### src/cpl_pkg.sv
package cpl_pkg;

  // widths of the request word, the command word and the counters
  localparam int REQ_W       = 57;
  localparam int CMD_W       = 99;
  localparam int BCNT_W      = 13;
  localparam int REM_W       = 12;
  localparam int CRD_W       = 11;
  localparam int BUFF_ADDR_W = 9;

  // byte quantities of the read data path
  localparam int BEAT_BYTES     = 16;
  localparam int RCB_BYTES      = 128;
  localparam int MPS_SMALL      = 128;
  localparam int MPS_LARGE      = 256;
  localparam int CMD_FIFO_LIMIT = 8;
  localparam int CREDIT_WINDOW  = 1024;

  // max payload code in the device control register
  localparam int MPS_CODE_LO = 5;
  localparam int MPS_CODE_HI = 7;

  // fields of the pending read request
  localparam int TAG_LO    = 0;
  localparam int TAG_HI    = 7;
  localparam int DWADDR_LO = 10;
  localparam int DWADDR_HI = 14;
  localparam int RID_LO    = 16;
  localparam int RID_HI    = 31;
  localparam int DWLEN_LO  = 32;
  localparam int DWLEN_HI  = 42;
  localparam int FBE_LO    = 43;
  localparam int FBE_HI    = 46;
  localparam int ATTR_LO   = 47;
  localparam int ATTR_HI   = 48;
  localparam int TC_LO     = 49;
  localparam int TC_HI     = 51;
  localparam int LBE_LO    = 52;
  localparam int LBE_HI    = 55;

  // fields of the completion command word, lsb positions
  localparam int CMD_LADDR_LO  = 0;
  localparam int CMD_TAG_LO    = 7;
  localparam int CMD_RID_LO    = 15;
  localparam int CMD_UNS_BIT   = 31;
  localparam int CMD_ONE_BIT   = 68;
  localparam int CMD_FLUSH_BIT = 69;
  localparam int CMD_REM_LO    = 70;
  localparam int CMD_TC_LO     = 82;
  localparam int CMD_DWLEN_LO  = 85;
  localparam int CMD_ATTR_LO   = 94;

  typedef logic [BCNT_W-1:0] bcnt_t;
  typedef logic [CRD_W-1:0]  crd_t;

  // one-hot state encoding of the completion splitter
  typedef enum logic [13:0] {
    IDLE       = 14'h0001,
    RD_FIFO    = 14'h0002,
    LD_BCNT    = 14'h0004,
    WAIT_DATA  = 14'h0008,
    WAIT_FIRST = 14'h0010,
    PIPE_FIRST = 14'h0020,
    SEND_FIRST = 14'h0040,
    WAIT_MAX   = 14'h0080,
    PIPE_MAX   = 14'h0100,
    SEND_MAX   = 14'h0200,
    WAIT_LAST  = 14'h0400,
    PIPE_LAST  = 14'h0800,
    SEND_LAST  = 14'h1000,
    DONE       = 14'h2000
  } txresp_state_t;

  // which completion of a read is in flight
  typedef enum logic [1:0] {
    NONE  = 2'd0,
    FIRST = 2'd1,
    MAX   = 2'd2,
    LAST  = 2'd3
  } cpl_kind_t;

endpackage
### src/tlp_txresp_cntrl.sv
`timescale 1ns/10ps

module tlp_txresp_cntrl (
  input  logic                            AvlClk_i,
  input  logic                            Rstn_i,
  // pending read FIFO
  input  logic                            RxPndgRdFifoEmpty_i,
  input  logic [cpl_pkg::REQ_W-1:0]       RxPndgRdFifoDato_i,
  output logic                            RxPndgRdFifoRdReq_o,
  // read data returning from Avalon
  input  logic                            TxReadDataValid_i,
  // command FIFO
  output logic [cpl_pkg::CMD_W-1:0]       CmdFifoDatin_o,
  output logic                            CmdFifoWrReq_o,
  input  logic [3:0]                      CmdFifoUsedw_i,
  output logic [cpl_pkg::BUFF_ADDR_W-1:0] CplRamWrAddr_o,
  input  logic                            CmdFifoBusy_i,
  // configuration
  input  logic [31:0]                     DevCsr_i,
  input  logic [12:0]                     BusDev_i,
  output logic                            TxRespIdle_o
);

  logic [4:0]         req_dwaddr;
  logic [10:0]        req_dwlen;
  logic               ld_bcnt;
  logic               send;
  logic               first_cpl;
  logic               payload_ok;
  logic               idle;
  cpl_pkg::cpl_kind_t cpl_kind;
  cpl_pkg::bcnt_t     bytes_sent;
  cpl_pkg::bcnt_t     curr_bcnt;

  assign req_dwaddr = RxPndgRdFifoDato_i[cpl_pkg::DWADDR_HI:cpl_pkg::DWADDR_LO];
  assign req_dwlen  = RxPndgRdFifoDato_i[cpl_pkg::DWLEN_HI:cpl_pkg::DWLEN_LO];

  cpl_split_fsm u_split_fsm (
    .AvlClk_i            (AvlClk_i),
    .Rstn_i              (Rstn_i),
    .RxPndgRdFifoEmpty_i (RxPndgRdFifoEmpty_i),
    .CmdFifoBusy_i       (CmdFifoBusy_i),
    .CmdFifoUsedw_i      (CmdFifoUsedw_i),
    .max_payload_code_i  (DevCsr_i[cpl_pkg::MPS_CODE_HI:cpl_pkg::MPS_CODE_LO]),
    .req_dwaddr_i        (req_dwaddr),
    .req_dwlen_i         (req_dwlen),
    .payload_ok_i        (payload_ok),
    .RxPndgRdFifoRdReq_o (RxPndgRdFifoRdReq_o),
    .ld_bcnt_o           (ld_bcnt),
    .send_o              (send),
    .first_cpl_o         (first_cpl),
    .cpl_kind_o          (cpl_kind),
    .bytes_sent_o        (bytes_sent),
    .curr_bcnt_o         (curr_bcnt),
    .idle_o              (idle)
  );

  cpl_data_credit u_data_credit (
    .AvlClk_i          (AvlClk_i),
    .Rstn_i            (Rstn_i),
    .TxReadDataValid_i (TxReadDataValid_i),
    .ld_bcnt_i         (ld_bcnt),
    .send_i            (send),
    .cpl_kind_i        (cpl_kind),
    .bytes_sent_i      (bytes_sent),
    .req_dwaddr_i      (req_dwaddr),
    .req_dwlen_i       (req_dwlen),
    .payload_ok_o      (payload_ok),
    .CplRamWrAddr_o    (CplRamWrAddr_o)
  );

  cpl_header_builder u_header_builder (
    .AvlClk_i           (AvlClk_i),
    .Rstn_i             (Rstn_i),
    .RxPndgRdFifoDato_i (RxPndgRdFifoDato_i),
    .ld_bcnt_i          (ld_bcnt),
    .send_i             (send),
    .first_cpl_i        (first_cpl),
    .cpl_kind_i         (cpl_kind),
    .bytes_sent_i       (bytes_sent),
    .curr_bcnt_i        (curr_bcnt),
    .CmdFifoDatin_o     (CmdFifoDatin_o),
    .CmdFifoWrReq_o     (CmdFifoWrReq_o)
  );

  // idle only with nothing in progress and nothing pending
  assign TxRespIdle_o = idle && RxPndgRdFifoEmpty_i;

endmodule

### src/cpl_header_builder.sv
`timescale 1ns/10ps

module cpl_header_builder (
  input  logic                      AvlClk_i,
  input  logic                      Rstn_i,
  input  logic [cpl_pkg::REQ_W-1:0] RxPndgRdFifoDato_i,
  input  logic                      ld_bcnt_i,
  input  logic                      send_i,
  input  logic                      first_cpl_i,
  input  cpl_pkg::cpl_kind_t        cpl_kind_i,
  input  cpl_pkg::bcnt_t            bytes_sent_i,
  input  cpl_pkg::bcnt_t            curr_bcnt_i,
  output logic [cpl_pkg::CMD_W-1:0] CmdFifoDatin_o,
  output logic                      CmdFifoWrReq_o
);

  logic [7:0]                tag;
  logic [15:0]               rid;
  logic [2:0]                tc;
  logic [1:0]                attr;
  logic [3:0]                fbe;
  logic [3:0]                lbe;
  logic [4:0]                dwaddr;
  logic [1:0]                byte_ofs;
  logic [8:0]                dw_len;
  cpl_pkg::bcnt_t            first_mask;
  cpl_pkg::bcnt_t            last_mask;
  cpl_pkg::bcnt_t            remain_next;
  logic [cpl_pkg::REM_W-1:0] remain_q;
  logic [6:0]                laddr_q;

  assign tag    = RxPndgRdFifoDato_i[cpl_pkg::TAG_HI:cpl_pkg::TAG_LO];
  assign rid    = RxPndgRdFifoDato_i[cpl_pkg::RID_HI:cpl_pkg::RID_LO];
  assign tc     = RxPndgRdFifoDato_i[cpl_pkg::TC_HI:cpl_pkg::TC_LO];
  assign attr   = RxPndgRdFifoDato_i[cpl_pkg::ATTR_HI:cpl_pkg::ATTR_LO];
  assign fbe    = RxPndgRdFifoDato_i[cpl_pkg::FBE_HI:cpl_pkg::FBE_LO];
  assign lbe    = RxPndgRdFifoDato_i[cpl_pkg::LBE_HI:cpl_pkg::LBE_LO];
  assign dwaddr = RxPndgRdFifoDato_i[cpl_pkg::DWADDR_HI:cpl_pkg::DWADDR_LO];

  // disabled bytes of the first DW, counted only on the first completion
  always_comb
  begin
    first_mask = '0;
    if (first_cpl_i)
    begin
      case (fbe)
        4'b0001, 4'b0010, 4'b0100, 4'b1000: first_mask = cpl_pkg::bcnt_t'(3);
        4'b0011, 4'b0110, 4'b1100:          first_mask = cpl_pkg::bcnt_t'(2);
        4'b0111, 4'b1110:                   first_mask = cpl_pkg::bcnt_t'(1);
        default:                            first_mask = '0;
      endcase
    end
  end

  always_comb
  begin
    case (lbe)
      4'b0111: last_mask = cpl_pkg::bcnt_t'(1);
      4'b0011: last_mask = cpl_pkg::bcnt_t'(2);
      4'b0001: last_mask = cpl_pkg::bcnt_t'(3);
      default: last_mask = '0;
    endcase
  end

  assign remain_next = curr_bcnt_i - first_mask - last_mask;

  always_ff @(posedge AvlClk_i or negedge Rstn_i)
  begin
    if (!Rstn_i)
      remain_q <= '0;
    else
      remain_q <= remain_next[cpl_pkg::REM_W-1:0];
  end

  // offset of the lowest enabled byte in the first DW
  always_comb
  begin
    casez (fbe)
      4'b???1: byte_ofs = 2'd0;
      4'b??10: byte_ofs = 2'd1;
      4'b?100: byte_ofs = 2'd2;
      4'b1000: byte_ofs = 2'd3;
      default: byte_ofs = 2'd0;
    endcase
  end

  // later completions start on the boundary, so the lower address drops to 0
  always_ff @(posedge AvlClk_i or negedge Rstn_i)
  begin
    if (!Rstn_i)
      laddr_q <= '0;
    else if (send_i && (cpl_kind_i == cpl_pkg::FIRST))
      laddr_q <= '0;
    else if (ld_bcnt_i)
      laddr_q <= {dwaddr, byte_ofs};
  end

  assign dw_len = bytes_sent_i[10:2];

  always_comb
  begin
    CmdFifoDatin_o = '0;
    CmdFifoDatin_o[cpl_pkg::CMD_LADDR_LO +: 7]          = laddr_q;
    CmdFifoDatin_o[cpl_pkg::CMD_TAG_LO +: 8]            = tag;
    CmdFifoDatin_o[cpl_pkg::CMD_RID_LO +: 16]           = rid;
    CmdFifoDatin_o[cpl_pkg::CMD_UNS_BIT]                = 1'b0;
    CmdFifoDatin_o[cpl_pkg::CMD_ONE_BIT]                = 1'b1;
    CmdFifoDatin_o[cpl_pkg::CMD_FLUSH_BIT]              = 1'b0;
    CmdFifoDatin_o[cpl_pkg::CMD_REM_LO +: cpl_pkg::REM_W] = remain_q;
    CmdFifoDatin_o[cpl_pkg::CMD_TC_LO +: 3]             = tc;
    CmdFifoDatin_o[cpl_pkg::CMD_DWLEN_LO +: 9]          = dw_len;
    CmdFifoDatin_o[cpl_pkg::CMD_ATTR_LO +: 2]           = attr;
  end

  assign CmdFifoWrReq_o = send_i;

endmodule

### src/cpl_data_credit.sv
`timescale 1ns/10ps

module cpl_data_credit (
  input  logic                            AvlClk_i,
  input  logic                            Rstn_i,
  input  logic                            TxReadDataValid_i,
  input  logic                            ld_bcnt_i,
  input  logic                            send_i,
  input  cpl_pkg::cpl_kind_t              cpl_kind_i,
  input  cpl_pkg::bcnt_t                  bytes_sent_i,
  input  logic [4:0]                      req_dwaddr_i,
  input  logic [10:0]                     req_dwlen_i,
  output logic                            payload_ok_o,
  output logic [cpl_pkg::BUFF_ADDR_W-1:0] CplRamWrAddr_o
);

  cpl_pkg::crd_t                   limit_q;
  cpl_pkg::crd_t                   consumed_q;
  cpl_pkg::crd_t                   required_q;
  cpl_pkg::crd_t                   over_rd_bytes;
  cpl_pkg::crd_t                   avail;
  cpl_pkg::cpl_kind_t              kind_q;
  logic                            wait_cyc;
  logic                            pipe_cyc;
  logic                            dwlen_gte_4;
  logic                            payload_ok_q;
  logic [cpl_pkg::BUFF_ADDR_W-1:0] buff_addr_q;

  // the kind leaves NONE for exactly one wait cycle before each pipe stage
  assign wait_cyc = (cpl_kind_i != cpl_pkg::NONE) && (kind_q == cpl_pkg::NONE);
  assign pipe_cyc = (cpl_kind_i != cpl_pkg::NONE) && (kind_q != cpl_pkg::NONE) && !send_i;

  always_ff @(posedge AvlClk_i or negedge Rstn_i)
  begin
    if (!Rstn_i)
      kind_q <= cpl_pkg::NONE;
    else
      kind_q <= cpl_kind_i;
  end

  // extra bytes the Avalon side returns to keep 64-bit alignment
  assign dwlen_gte_4 = |req_dwlen_i[10:2];

  always_comb
  begin
    case (req_dwlen_i[1:0])
      2'd1:
        over_rd_bytes = cpl_pkg::crd_t'(12);
      2'd2:
        over_rd_bytes = (req_dwaddr_i[1:0] == 2'd3) ? cpl_pkg::crd_t'(24) : cpl_pkg::crd_t'(8);
      2'd3:
        over_rd_bytes = req_dwaddr_i[1] ? cpl_pkg::crd_t'(20) : cpl_pkg::crd_t'(4);
      default:
        over_rd_bytes = ((req_dwaddr_i[1:0] != 2'd0) && dwlen_gte_4) ? cpl_pkg::crd_t'(16)
                                                                     : cpl_pkg::crd_t'(0);
    endcase
  end

  // bytes returned so far, counts up only
  always_ff @(posedge AvlClk_i or negedge Rstn_i)
  begin
    if (!Rstn_i)
      limit_q <= '0;
    else if (TxReadDataValid_i)
      limit_q <= limit_q + cpl_pkg::crd_t'(cpl_pkg::BEAT_BYTES);
  end

  always_ff @(posedge AvlClk_i or negedge Rstn_i)
  begin
    if (!Rstn_i)
      consumed_q <= '0;
    else if (ld_bcnt_i)
      consumed_q <= consumed_q + over_rd_bytes;
    else if (send_i)
      consumed_q <= consumed_q + cpl_pkg::crd_t'(bytes_sent_i);
  end

  always_ff @(posedge AvlClk_i or negedge Rstn_i)
  begin
    if (!Rstn_i)
      required_q <= '0;
    else if (wait_cyc)
      required_q <= consumed_q + cpl_pkg::crd_t'(bytes_sent_i);
  end

  // difference wraps, anything in the lower half means enough data is back
  assign avail = limit_q - required_q;

  always_ff @(posedge AvlClk_i or negedge Rstn_i)
  begin
    if (!Rstn_i)
      payload_ok_q <= 1'b0;
    else
      payload_ok_q <= pipe_cyc && (avail <= cpl_pkg::crd_t'(cpl_pkg::CREDIT_WINDOW));
  end

  always_ff @(posedge AvlClk_i or negedge Rstn_i)
  begin
    if (!Rstn_i)
      buff_addr_q <= '0;
    else if (TxReadDataValid_i)
      buff_addr_q <= buff_addr_q + 1'b1;
  end

  assign payload_ok_o   = payload_ok_q;
  assign CplRamWrAddr_o = buff_addr_q;

endmodule

### src/cpl_split_fsm.sv
`timescale 1ns/10ps

module cpl_split_fsm (
  input  logic               AvlClk_i,
  input  logic               Rstn_i,
  input  logic               RxPndgRdFifoEmpty_i,
  input  logic               CmdFifoBusy_i,
  input  logic [3:0]         CmdFifoUsedw_i,
  input  logic [2:0]         max_payload_code_i,
  input  logic [4:0]         req_dwaddr_i,
  input  logic [10:0]        req_dwlen_i,
  input  logic               payload_ok_i,
  output logic               RxPndgRdFifoRdReq_o,
  output logic               ld_bcnt_o,
  output logic               send_o,
  output logic               first_cpl_o,
  output cpl_pkg::cpl_kind_t cpl_kind_o,
  output cpl_pkg::bcnt_t     bytes_sent_o,
  output cpl_pkg::bcnt_t     curr_bcnt_o,
  output logic               idle_o
);

  cpl_pkg::txresp_state_t state_q;
  cpl_pkg::txresp_state_t state_d;
  logic                   first_q;
  cpl_pkg::bcnt_t         curr_bcnt_q;
  cpl_pkg::bcnt_t         bytes_to_rcb;
  cpl_pkg::bcnt_t         max_payload;
  logic                   fifo_ok;

  // room in the command FIFO and no hold from the transmit side
  assign fifo_ok = ~CmdFifoBusy_i && (CmdFifoUsedw_i < 4'(cpl_pkg::CMD_FIFO_LIMIT));

  // distance from the start address to the next 128 byte boundary
  assign bytes_to_rcb = cpl_pkg::bcnt_t'(cpl_pkg::RCB_BYTES)
                      - cpl_pkg::bcnt_t'({req_dwaddr_i, 2'b00});

  assign max_payload = (max_payload_code_i == 3'b000) ? cpl_pkg::bcnt_t'(cpl_pkg::MPS_SMALL)
                                                      : cpl_pkg::bcnt_t'(cpl_pkg::MPS_LARGE);

  always_ff @(posedge AvlClk_i or negedge Rstn_i)
  begin
    if (!Rstn_i)
      state_q <= cpl_pkg::IDLE;
    else
      state_q <= state_d;
  end

  always_comb
  begin
    state_d = state_q;
    case (state_q)
      cpl_pkg::IDLE:
        if (!RxPndgRdFifoEmpty_i)
          state_d = cpl_pkg::RD_FIFO;
      cpl_pkg::RD_FIFO:
        state_d = cpl_pkg::LD_BCNT;
      cpl_pkg::LD_BCNT:
        state_d = cpl_pkg::WAIT_DATA;
      cpl_pkg::WAIT_DATA:
        if (fifo_ok)
        begin
          // a first completion stops at the boundary, later ones at max payload
          if (first_q)
            state_d = (curr_bcnt_q > bytes_to_rcb) ? cpl_pkg::WAIT_FIRST : cpl_pkg::WAIT_LAST;
          else
            state_d = (curr_bcnt_q > max_payload) ? cpl_pkg::WAIT_MAX : cpl_pkg::WAIT_LAST;
        end
      cpl_pkg::WAIT_FIRST:
        state_d = cpl_pkg::PIPE_FIRST;
      cpl_pkg::WAIT_MAX:
        state_d = cpl_pkg::PIPE_MAX;
      cpl_pkg::WAIT_LAST:
        state_d = cpl_pkg::PIPE_LAST;
      cpl_pkg::PIPE_FIRST:
        if (payload_ok_i && fifo_ok)
          state_d = cpl_pkg::SEND_FIRST;
      cpl_pkg::PIPE_MAX:
        if (payload_ok_i && fifo_ok)
          state_d = cpl_pkg::SEND_MAX;
      cpl_pkg::PIPE_LAST:
        if (payload_ok_i && fifo_ok)
          state_d = cpl_pkg::SEND_LAST;
      cpl_pkg::SEND_FIRST,
      cpl_pkg::SEND_MAX:
        state_d = cpl_pkg::WAIT_DATA;
      cpl_pkg::SEND_LAST:
        state_d = cpl_pkg::DONE;
      default:
        state_d = cpl_pkg::IDLE;
    endcase
  end

  // completion kind for the wait, pipe and send stages
  always_comb
  begin
    case (state_q)
      cpl_pkg::WAIT_FIRST, cpl_pkg::PIPE_FIRST, cpl_pkg::SEND_FIRST:
        cpl_kind_o = cpl_pkg::FIRST;
      cpl_pkg::WAIT_MAX, cpl_pkg::PIPE_MAX, cpl_pkg::SEND_MAX:
        cpl_kind_o = cpl_pkg::MAX;
      cpl_pkg::WAIT_LAST, cpl_pkg::PIPE_LAST, cpl_pkg::SEND_LAST:
        cpl_kind_o = cpl_pkg::LAST;
      default:
        cpl_kind_o = cpl_pkg::NONE;
    endcase
  end

  always_comb
  begin
    case (cpl_kind_o)
      cpl_pkg::FIRST: bytes_sent_o = bytes_to_rcb;
      cpl_pkg::MAX:   bytes_sent_o = max_payload;
      cpl_pkg::LAST:  bytes_sent_o = curr_bcnt_q;
      default:        bytes_sent_o = '0;
    endcase
  end

  // set for a new read, cleared once the boundary completion is out
  always_ff @(posedge AvlClk_i or negedge Rstn_i)
  begin
    if (!Rstn_i)
      first_q <= 1'b0;
    else if (ld_bcnt_o)
      first_q <= 1'b1;
    else if (state_q == cpl_pkg::SEND_FIRST)
      first_q <= 1'b0;
  end

  // bytes of the read not yet covered by a completion
  always_ff @(posedge AvlClk_i or negedge Rstn_i)
  begin
    if (!Rstn_i)
      curr_bcnt_q <= '0;
    else if (ld_bcnt_o)
      curr_bcnt_q <= {req_dwlen_i, 2'b00};
    else if (send_o)
      curr_bcnt_q <= curr_bcnt_q - bytes_sent_o;
  end

  assign RxPndgRdFifoRdReq_o = (state_q == cpl_pkg::RD_FIFO);
  assign ld_bcnt_o           = (state_q == cpl_pkg::LD_BCNT);
  assign send_o              = (state_q == cpl_pkg::SEND_FIRST) ||
                               (state_q == cpl_pkg::SEND_MAX) ||
                               (state_q == cpl_pkg::SEND_LAST);
  assign first_cpl_o         = first_q;
  assign curr_bcnt_o         = curr_bcnt_q;
  assign idle_o              = (state_q == cpl_pkg::IDLE);

endmodule

### config.mk
export PLATFORM = sky130hd
export DESIGN_NAME = tlp_txresp_cntrl
export DESIGN_NICKNAME = d
export VERILOG_FILES = /design/src/cpl_pkg.sv /design/src/tlp_txresp_cntrl.sv /design/src/cpl_header_builder.sv /design/src/cpl_data_credit.sv /design/src/cpl_split_fsm.sv
export SDC_FILE = /design/constraint.sdc
export NUM_CORES = 1
export LEC_CHECK = 0
export BUFFER_PORTS_ARGS = -buffer_cell sky130_fd_sc_hd__buf_2
export CORE_ASPECT_RATIO = 0.8
export CORE_MARGIN = 3
export CORE_UTILIZATION = 51
export CTS_CLUSTER_DIAMETER = 30
export DETAILED_ROUTE_END_ITERATION = 7
export PLACE_DENSITY = 0.81
export SLEW_MARGIN = 20
export SYNTH_ARGS = -nofsm -noshare
export SYNTH_HDL_FRONTEND = slang
export SYNTH_SLANG_ARGS = --single-unit
### constraint.sdc
create_clock -name AvlClk_i -period 4.5 [get_ports AvlClk_i]
set_input_delay 0.9 -clock AvlClk_i [delete_from_list [all_inputs] [get_ports AvlClk_i]]
set_output_delay 0.9 -clock AvlClk_i [all_outputs]
set_load 0.02 [all_outputs]
==> key figures, run 1 <==
Flow run
  • Max Cap Viol: 0

STA
  • Setup violations, final: 0
  • Worst Tran Pin Value: 0.943 ns
  • Worst rel slew slack: 37.0%
  • Final worst-path cycle share: 87.8%
  • Fmax: 253 MHz
  • Fin. max-slew vios: 0
  • Final worst path period need: 3.95 ns
  • Final TNS setup: 0 ns
  • Number of hold violations in the final report: 0
  • Setup WS post-layout: 0.549 ns
  • Setup Skew: 0.00668 ns
  • RSZ-0062 raised after global routing: false

Yosys
  • Yosys top cell by area: dfrtp_1
  • Register area share after synthesis: 34.5%
  • Yosys warns: 0
  • Synth Flop Type: dfrtp_1
  • #FFs+latches synth: about 90
  • Post-Syn Area per Cell: a little under 9 µm²
  • Mapped cell area: approximately 6400 µm²
  • Mapped Cells: 715
  • Async SR Flop Fraction: 100%
  • Post-synth EDFFs: 0
  • Synth unique cells: 63
  • Largest cells by area after synthesis: dfrtp_1, ha_1, buf_4
  • Post-synth top area share: 34.1%

Floorplanning
  • Core area: 11,900 µm²
  • Rows: 35
  • DIE AREA: 13,900 µm²
  • Chip Height: 106 µm
  • Die X: 131 µm
  • Initial cell density of the core: ~54%
  • I/O Pins: between 200 and 250

Worst setup path
  • CP bufs+invs: 3
  • R2R Path Start: u_split_fsm.state_q[3]
  • Slowest stage cell, crit path: fa_1
  • Critical Path End Type: flip-flop
  • CP Data Required Time: 4.77 ns
  • CP delay by family, top: adder cells
  • R2r setup slk: about 0.65 ns
  • CP arrival: 4.22 ns
  • CP max stage delay: 0.56 ns
  • Startpoint types: input port
  • Reg2reg end: u_split_fsm.curr_bcnt_o[10]
  • FF-to-FF path depth: 11
  • Crit Path Max Fanout: 4
  • Kind of critical path: in2reg
  • CP cell instances: buf_2, inv_1, ha_1, o211ai_1, o211ai_1, fa_1, inv_1, ha_1, or2_2, fa_1, a211o_1, or2_2, nor4_1, xor2_1

Global route
  • First-pass GRT wire length: 24.0 mm
  • GRT Overall Usage: 21.0%
  • Vias in the first global route: 4,822
  • Initial antenna violation count: 0
  • Largest net degree at the start of global routing: 61
  • Grt ovf: 0

Power and ir drop
  • Pleak: 3.53 nW
  • Power per standard cell area: ~570 nW/µm²
  • Switching share of power: 42.0%
  • Clock Power Share: between 20% and 30%
  • Register share of total power: 35.5%
  • Cell Int Power: about 2.3 mW
  • Worst vdd ir: 331 µV
  • Comb power frac: 44.2%
  • Net switching power: 1.63 mW

Clock network
  • TritonCTS Buffers: 9
  • Clock Tree Root: clkbuf_16
  • Post-CTS Setup Inserts: 0
  • CTS tree: yes
  • Clock Tree Buf Depth: 2
  • Clock Latency Late Sink: roughly 0.34 ns
  • Cells resized by post-CTS repair: 0
  • Clk sink count: 88
  • H-Tree Depth: 3
  • Hold-fix buffers, CTS: 0
  • Clock Pin Slew Worst Setup and Hold Paths: 0.06 ns

Hold path
  • Hold EP: u_data_credit.required_q[5]
  • Worst min path class: reg2reg
  • Hold Crit Start: u_data_credit.required_q[5]
  • Hold path depth: 2

Run status
  • Outcome: finished clean

Layout
  • Area grow syn2layout: 7.46%
  • Most frequent cells in the layout: dfrtp_1, nand2_1, buf_2
  • Commonest non-fill, non-tap cell in the layout: dfrtp_1
  • Final nets: 922
  • # diodes: 0
  • Layout cells sized above 1: 16.2%

Placed design
  • Number of port buffers: between 70 and 80
  • Routability congestion estimate: 0.892
  • Place WS: 0.243 ns
  • Post-DP HPWL: 11.1 mm

Route
  • Via Count: 5,044
  • Drt initial violations: slightly above 500
  • Routed vias/inst: 5.45
  • WL/cell: 15.8 µm
  • Routed WL: 14.6 mm
  • Drt pass-1 iters: 5
  • Antenna-violating nets left: 0
  • Residual DRC count: 0
[worst max path at each step]
stage                           startpoint                            to  slack, ns  depth (start not counted)
CTS                 RxPndgRdFifoDato_i[43]  u_header_builder.remain_q[8]       0.55                         14
floorplan           RxPndgRdFifoDato_i[43]  u_header_builder.remain_q[8]       0.52                         13
detailed placement  RxPndgRdFifoDato_i[43]  u_header_builder.remain_q[8]       0.24                         14
global placement    RxPndgRdFifoDato_i[43]  u_header_builder.remain_q[8]       0.30                         14
finish              RxPndgRdFifoDato_i[43]  u_header_builder.remain_q[8]       0.55                         14
global route        RxPndgRdFifoDato_i[44]  u_header_builder.remain_q[8]       0.33                         15
[through the flow]
| step | util [%] | hold WS (ns) | area (µm²) | cells | total power [mW] |
|---|---|---|---|---|---|
| 3_3_place_gp | 55.2 | 0.460 | 6550 | 910 | 3.01 |
| 3_5_place_dp | 55.2 | 0.464 | 6550 | 910 | 3.07 |
| 4_1_cts | 57.9 | 0.475 | 6870 | 926 | 3.89 |
| 6_report | 57.9 | 0.479 | 6870 | 926 | 3.90 |
| 2_1_floorplan | - | 0.450 | 6550 | 757 | 2.67 |
| 5_1_grt | 57.9 | 0.501 | 6870 | 926 | 4.18 |
[registers in the layout, indices dropped and copies added, names as in the netlist]
signal	flops
u_data_credit.CplRamWrAddr_o	9
u_data_credit.consumed_q	11
u_data_credit.kind_q	2
u_data_credit.limit_q	7
u_data_credit.payload_ok_o	1
u_data_credit.required_q	11
u_header_builder.laddr_q	7
u_header_builder.remain_q	12
u_split_fsm.curr_bcnt_o	13
u_split_fsm.first_cpl_o	1
u_split_fsm.state_q	14
[worst register-to-register path, delay by kind of cell (launching register included)]
family          cells  cell delay (ns)
compound gates      5             1.25
fa+ha+maj           1             0.39
flops               1             0.52
simple gates        5             1.57
[synthesized netlist by cell type (10+ instances only)]
master,number
a21oi_1,31
a22oi_1,12
buf_4,71
clkbuf_1,13
dfrtp_1,87
ha_1,52
inv_1,42
nand2_1,73
nand3_1,18
nor2_1,49
nor3_1,25
nor4_1,10
o21ai_0,37
xnor2_1,25
xor2_1,26
[logic make-up after synthesis]
logic type,count (synthesis),synth area share [%]
flip-flops,88,34.5
XOR/XNOR,51,6.99
multiplexers,7,1.29
other,2,0.118
AO/OA/AOI/OAI,135,13.8
buffers and inverters,138,12.7
AND/OR/NAND/NOR,238,19.2
adder cells (fa/ha/maj),56,11.4
[routing by layer]
metal	up-vias	part of all wire (%)	GRT usage (%)
li1	2454	-	-
met1	2391	46	28.8
met2	177	46	33.8
met3	22	6.0	4.59
met4	0	1.4	6.07
met5	-	0	0
[layout make-up]
class	instances	area, µm²
fill	1046	5000
multi-input combinational	531	3540
sequential	88	2200
timing repair buffer	82	438
clock buffer	10	229
tap	166	208
inverter	43	161
clock inverter	6	83.8
[power groups by stage]
stage,Combinational (mW),Clock (mW),Sequential (mW)
after floorplan,1.26,0,1.41
after global placement,1.63,0,1.38
after detailed placement,1.69,0,1.38
after CTS,1.71,0.801,1.38
after global routing,1.92,0.835,1.43
final,1.72,0.792,1.38
No activity file was read; power rests on OpenSTA's default activity.
==> run 2, diff against run 1 <==
--- a/config.mk
+++ b/config.mk
@@ -8,11 +8,12 @@
 export BUFFER_PORTS_ARGS = -buffer_cell sky130_fd_sc_hd__buf_2
 export CORE_ASPECT_RATIO = 0.8
 export CORE_MARGIN = 3
-export CORE_UTILIZATION = 51
+export CORE_UTILIZATION = 52
 export CTS_CLUSTER_DIAMETER = 30
 export DETAILED_ROUTE_END_ITERATION = 7
 export PLACE_DENSITY = 0.81
 export SLEW_MARGIN = 20
 export SYNTH_ARGS = -nofsm -noshare
 export SYNTH_HDL_FRONTEND = slang
+export SYNTH_HIERARCHICAL = 1
 export SYNTH_SLANG_ARGS = --single-unit
==> key figures, run 2 <==
Layout
  • Final nets: 960 (+4.1%)
  • Area grow syn2layout: 4.66%
  • Max reg flops: 14 (unchanged)
  • Commonest non-fill, non-tap cell in the layout: dfrtp_1
  • Biggest register: u_split_fsm/state_q
  • Most frequent cells in the layout: dfrtp_1, buf_2, nand2_1
  • # diodes: 0 (unchanged)
  • Final Util: 56.1% (-1.8 points)
  • Layout cells sized above 1: 16.9% (+0.69 points)

Worst setup path
  • Reg2reg end: u_split_fsm/curr_bcnt_o[6]
  • CP Data Required Time: 4.73 ns (-0.04 ns)
  • Crit path to: u_split_fsm/curr_bcnt_o[6]
  • CP arrival: 4.35 ns (+0.13 ns)
  • Worst Setup SP: u_split_fsm/state_q[6]
  • Kind of critical path: reg2reg
  • Crit Path Max Fanout: 16 (+12)
  • Startpoint types: flip-flop
  • Critical Path End Type: flip-flop
  • FF-to-FF path depth: 11 (unchanged)
  • R2r setup slk: 0.37 ns (-0.28 ns)
  • R2R Path Start: u_split_fsm/state_q[6]

STA
  • Worst Tran Pin Value: 0.801 ns (-0.142 ns)
  • Number of hold violations in the final report: 0 (unchanged)
  • Final worst path period need: 4.13 ns (+0.175 ns)
  • Final worst-path cycle share: 91.7% (+3.9 points)
  • Fin. max-slew vios: 0 (unchanged)
  • Hold Slack: 0.467 ns (-0.0116 ns)
  • Setup WS post-layout: 0.374 ns (-0.175 ns)
  • Final TNS setup: 0 ns (unchanged)
  • Fmax: 242 MHz (-4.2%)
  • Setup violations, final: 0 (unchanged)
  • RSZ-0062 raised after global routing: false
  • Worst rel slew slack: 46.6% (+9.6 points)
  • Setup Skew: 0.00578 ns (-0.000896 ns)

Global route
  • GRT Overall Usage: 21.9% (+0.84 points)
  • First-pass GRT wire length: 25.3 mm (+5.5%)
  • Grt ovf: 0 (unchanged)
  • Largest net degree at the start of global routing: 62 (+1.6%)
  • Initial antenna violation count: 0 (unchanged)
  • Vias in the first global route: 4,936 (+2.4%)

Clock network
  • Clk sink count: 88 (unchanged)
  • Clock Tree Buf Depth: 2 (unchanged)
  • Cells resized by post-CTS repair: 0 (unchanged)
  • Hold-fix buffers, CTS: 0 (unchanged)
  • Clock Latency Late Sink: 0.35 ns (about the same)
  • Clock Tree Root: clkbuf_16
  • CTS tree: yes
  • TritonCTS Buffers: 9 (unchanged)
  • H-Tree Depth: 3 (unchanged)
  • Clock Pin Slew Worst Setup and Hold Paths: 0.07 ns (about the same)
  • Post-CTS Setup Inserts: 0 (unchanged)

Power and ir drop
  • Pleak: 3.54 nW (+0.46%)
  • Net switching power: 1.70 mW (+3.8%)
  • Register share of total power: 33.6% (-1.9 points)
  • Power per standard cell area: 550 nW/µm² (-3.1%)
  • Comb power frac: 46.6% (+2.4 points)
  • Worst vdd ir: 232 µV (-30%)
  • Switching share of power: 42.6% (+0.66 points)
  • Cell Int Power: 2.28 mW (+1.0%)
  • Clock Power Share: 19.8% (-0.5 points)

Route
  • Antenna-violating nets left: 0 (unchanged)
  • Residual DRC count: 0 (unchanged)
  • Drt pass-1 iters: 6 (+1)
  • Via Count: 5,509 (+9.2%)
  • WL/cell: 16.1 µm (+2.0%)
  • Drt initial violations: 597 (+19%)
  • Routed vias/inst: 5.65 (+3.7%)
  • Routed WL: 15.7 mm (+7.4%)

Placed design
  • Number of port buffers: 72 (unchanged)
  • Place WS: 0.493 ns (+0.250 ns)
  • Routability congestion estimate: 0.971 (+8.8%)
  • Post-DP HPWL: 11.8 mm (+6.4%)

Floorplanning
  • DIE AREA: 14,700 µm² (+5.9%)
  • Die X: 135 µm (+2.9%)
  • Initial cell density of the core: 53.6% (-0.25 points)
  • I/O Pins: 222 (unchanged)
  • Core area: 12,900 µm² (+8.8%)
  • Rows: 37 (+5.7%)
  • Chip Height: 109 µm (+2.9%)

Run status
  • Outcome: finished clean

Yosys
  • Mapped Cells: 770 (+7.7%)
  • Mapped cell area: 6920 µm² (+8.3%)
  • Post-Syn Area per Cell: 8.99 µm² (+0.58%)
  • Yosys warns: 6 (+6)

Flow run
  • Max Cap Viol: 0 (unchanged)

Hold path
  • Worst min path class: reg2reg
run 2: changes by cell type in the layout (fill, tap and decap cells not counted), sizes merged, moves of 5 or more:
cell / previous run / this run
inv: 43 / 53
a31oi: 2 / 8
o211ai: 5 / 13
a221oi: 6 / 0
nor3: 25 / 13
nor2b: 6 / 11
or3: 2 / 7
a21oi: 31 / 22
mux2i: 3 / 13
nor2: 49 / 63
nand2: 73 / 67
nand3: 19 / 13
run 2: worst max-delay path: stages, from the launching register on:
cell and delay, ns:
dfrtp_1 0.56, or4_4 0.63, nor4_4 0.30, o211a_2 0.44, a22oi_1 0.17, ha_1 0.36
nor2b_1 0.16, o31ai_1 0.52, a21bo_2 0.25, nor2b_1 0.17, xnor2_1 0.08, a221o_2 0.35
run 2: layout make-up:
class                           instances  area [µm²]
Fill cell                            1178        5670
Multi-Input combinational cell        568        3920
Sequential cell                        88        2200
Timing Repair Buffer                   78         408
Clock buffer                           10         239
Tap cell                              175         219
Inverter                               50         188
Clock inverter                          6        72.6
run 2: per-stage QoR:
step | power [mW] | area (µm²) | instances
floorplan | 2.73 | 7070 | 810
global placement | 3.10 | 6930 | 959
detailed placement | 3.16 | 6930 | 959
CTS | 3.98 | 7240 | 975
global route | 4.29 | 7240 | 975
finish | 3.98 | 7240 | 975
run 2: worst min path at each step:
stage	start	end	slack (ns)	depth (start not counted)
6_report	u_data_credit/CplRamWrAddr_o[8]	u_data_credit/CplRamWrAddr_o[8]	0.47	1
4_1_cts	u_data_credit/CplRamWrAddr_o[8]	u_data_credit/CplRamWrAddr_o[8]	0.48	1
3_3_place_gp	u_data_credit/CplRamWrAddr_o[8]	u_data_credit/CplRamWrAddr_o[8]	0.46	1
3_5_place_dp	u_data_credit/CplRamWrAddr_o[8]	u_data_credit/CplRamWrAddr_o[8]	0.47	1
5_1_grt	u_data_credit/CplRamWrAddr_o[8]	u_data_credit/CplRamWrAddr_o[8]	0.49	1
2_1_floorplan	u_data_credit/required_q[8]	u_data_credit/required_q[8]	0.45	2
run 2: power by group through the flow:
stage / sequential (mW) / clock, mW / combinational (mW)
floorplan: 1.39 / 0 / 1.34
global placement: 1.33 / 0 / 1.77
detailed placement: 1.34 / 0 / 1.82
CTS: 1.33 / 0.811 / 1.84
global route: 1.38 / 0.840 / 2.07
finish: 1.34 / 0.788 / 1.86
run 2: per-layer routing:
layer | vias up | GRT usage [%] | share of wire [%]
met5 | - | 0 | 0
met4 | 0 | 6.76 | 1.6
met3 | 18 | 4.38 | 8.4
met2 | 261 | 31.0 | 42
met1 | 2608 | 33.4 | 48
li1 | 2622 | - | -
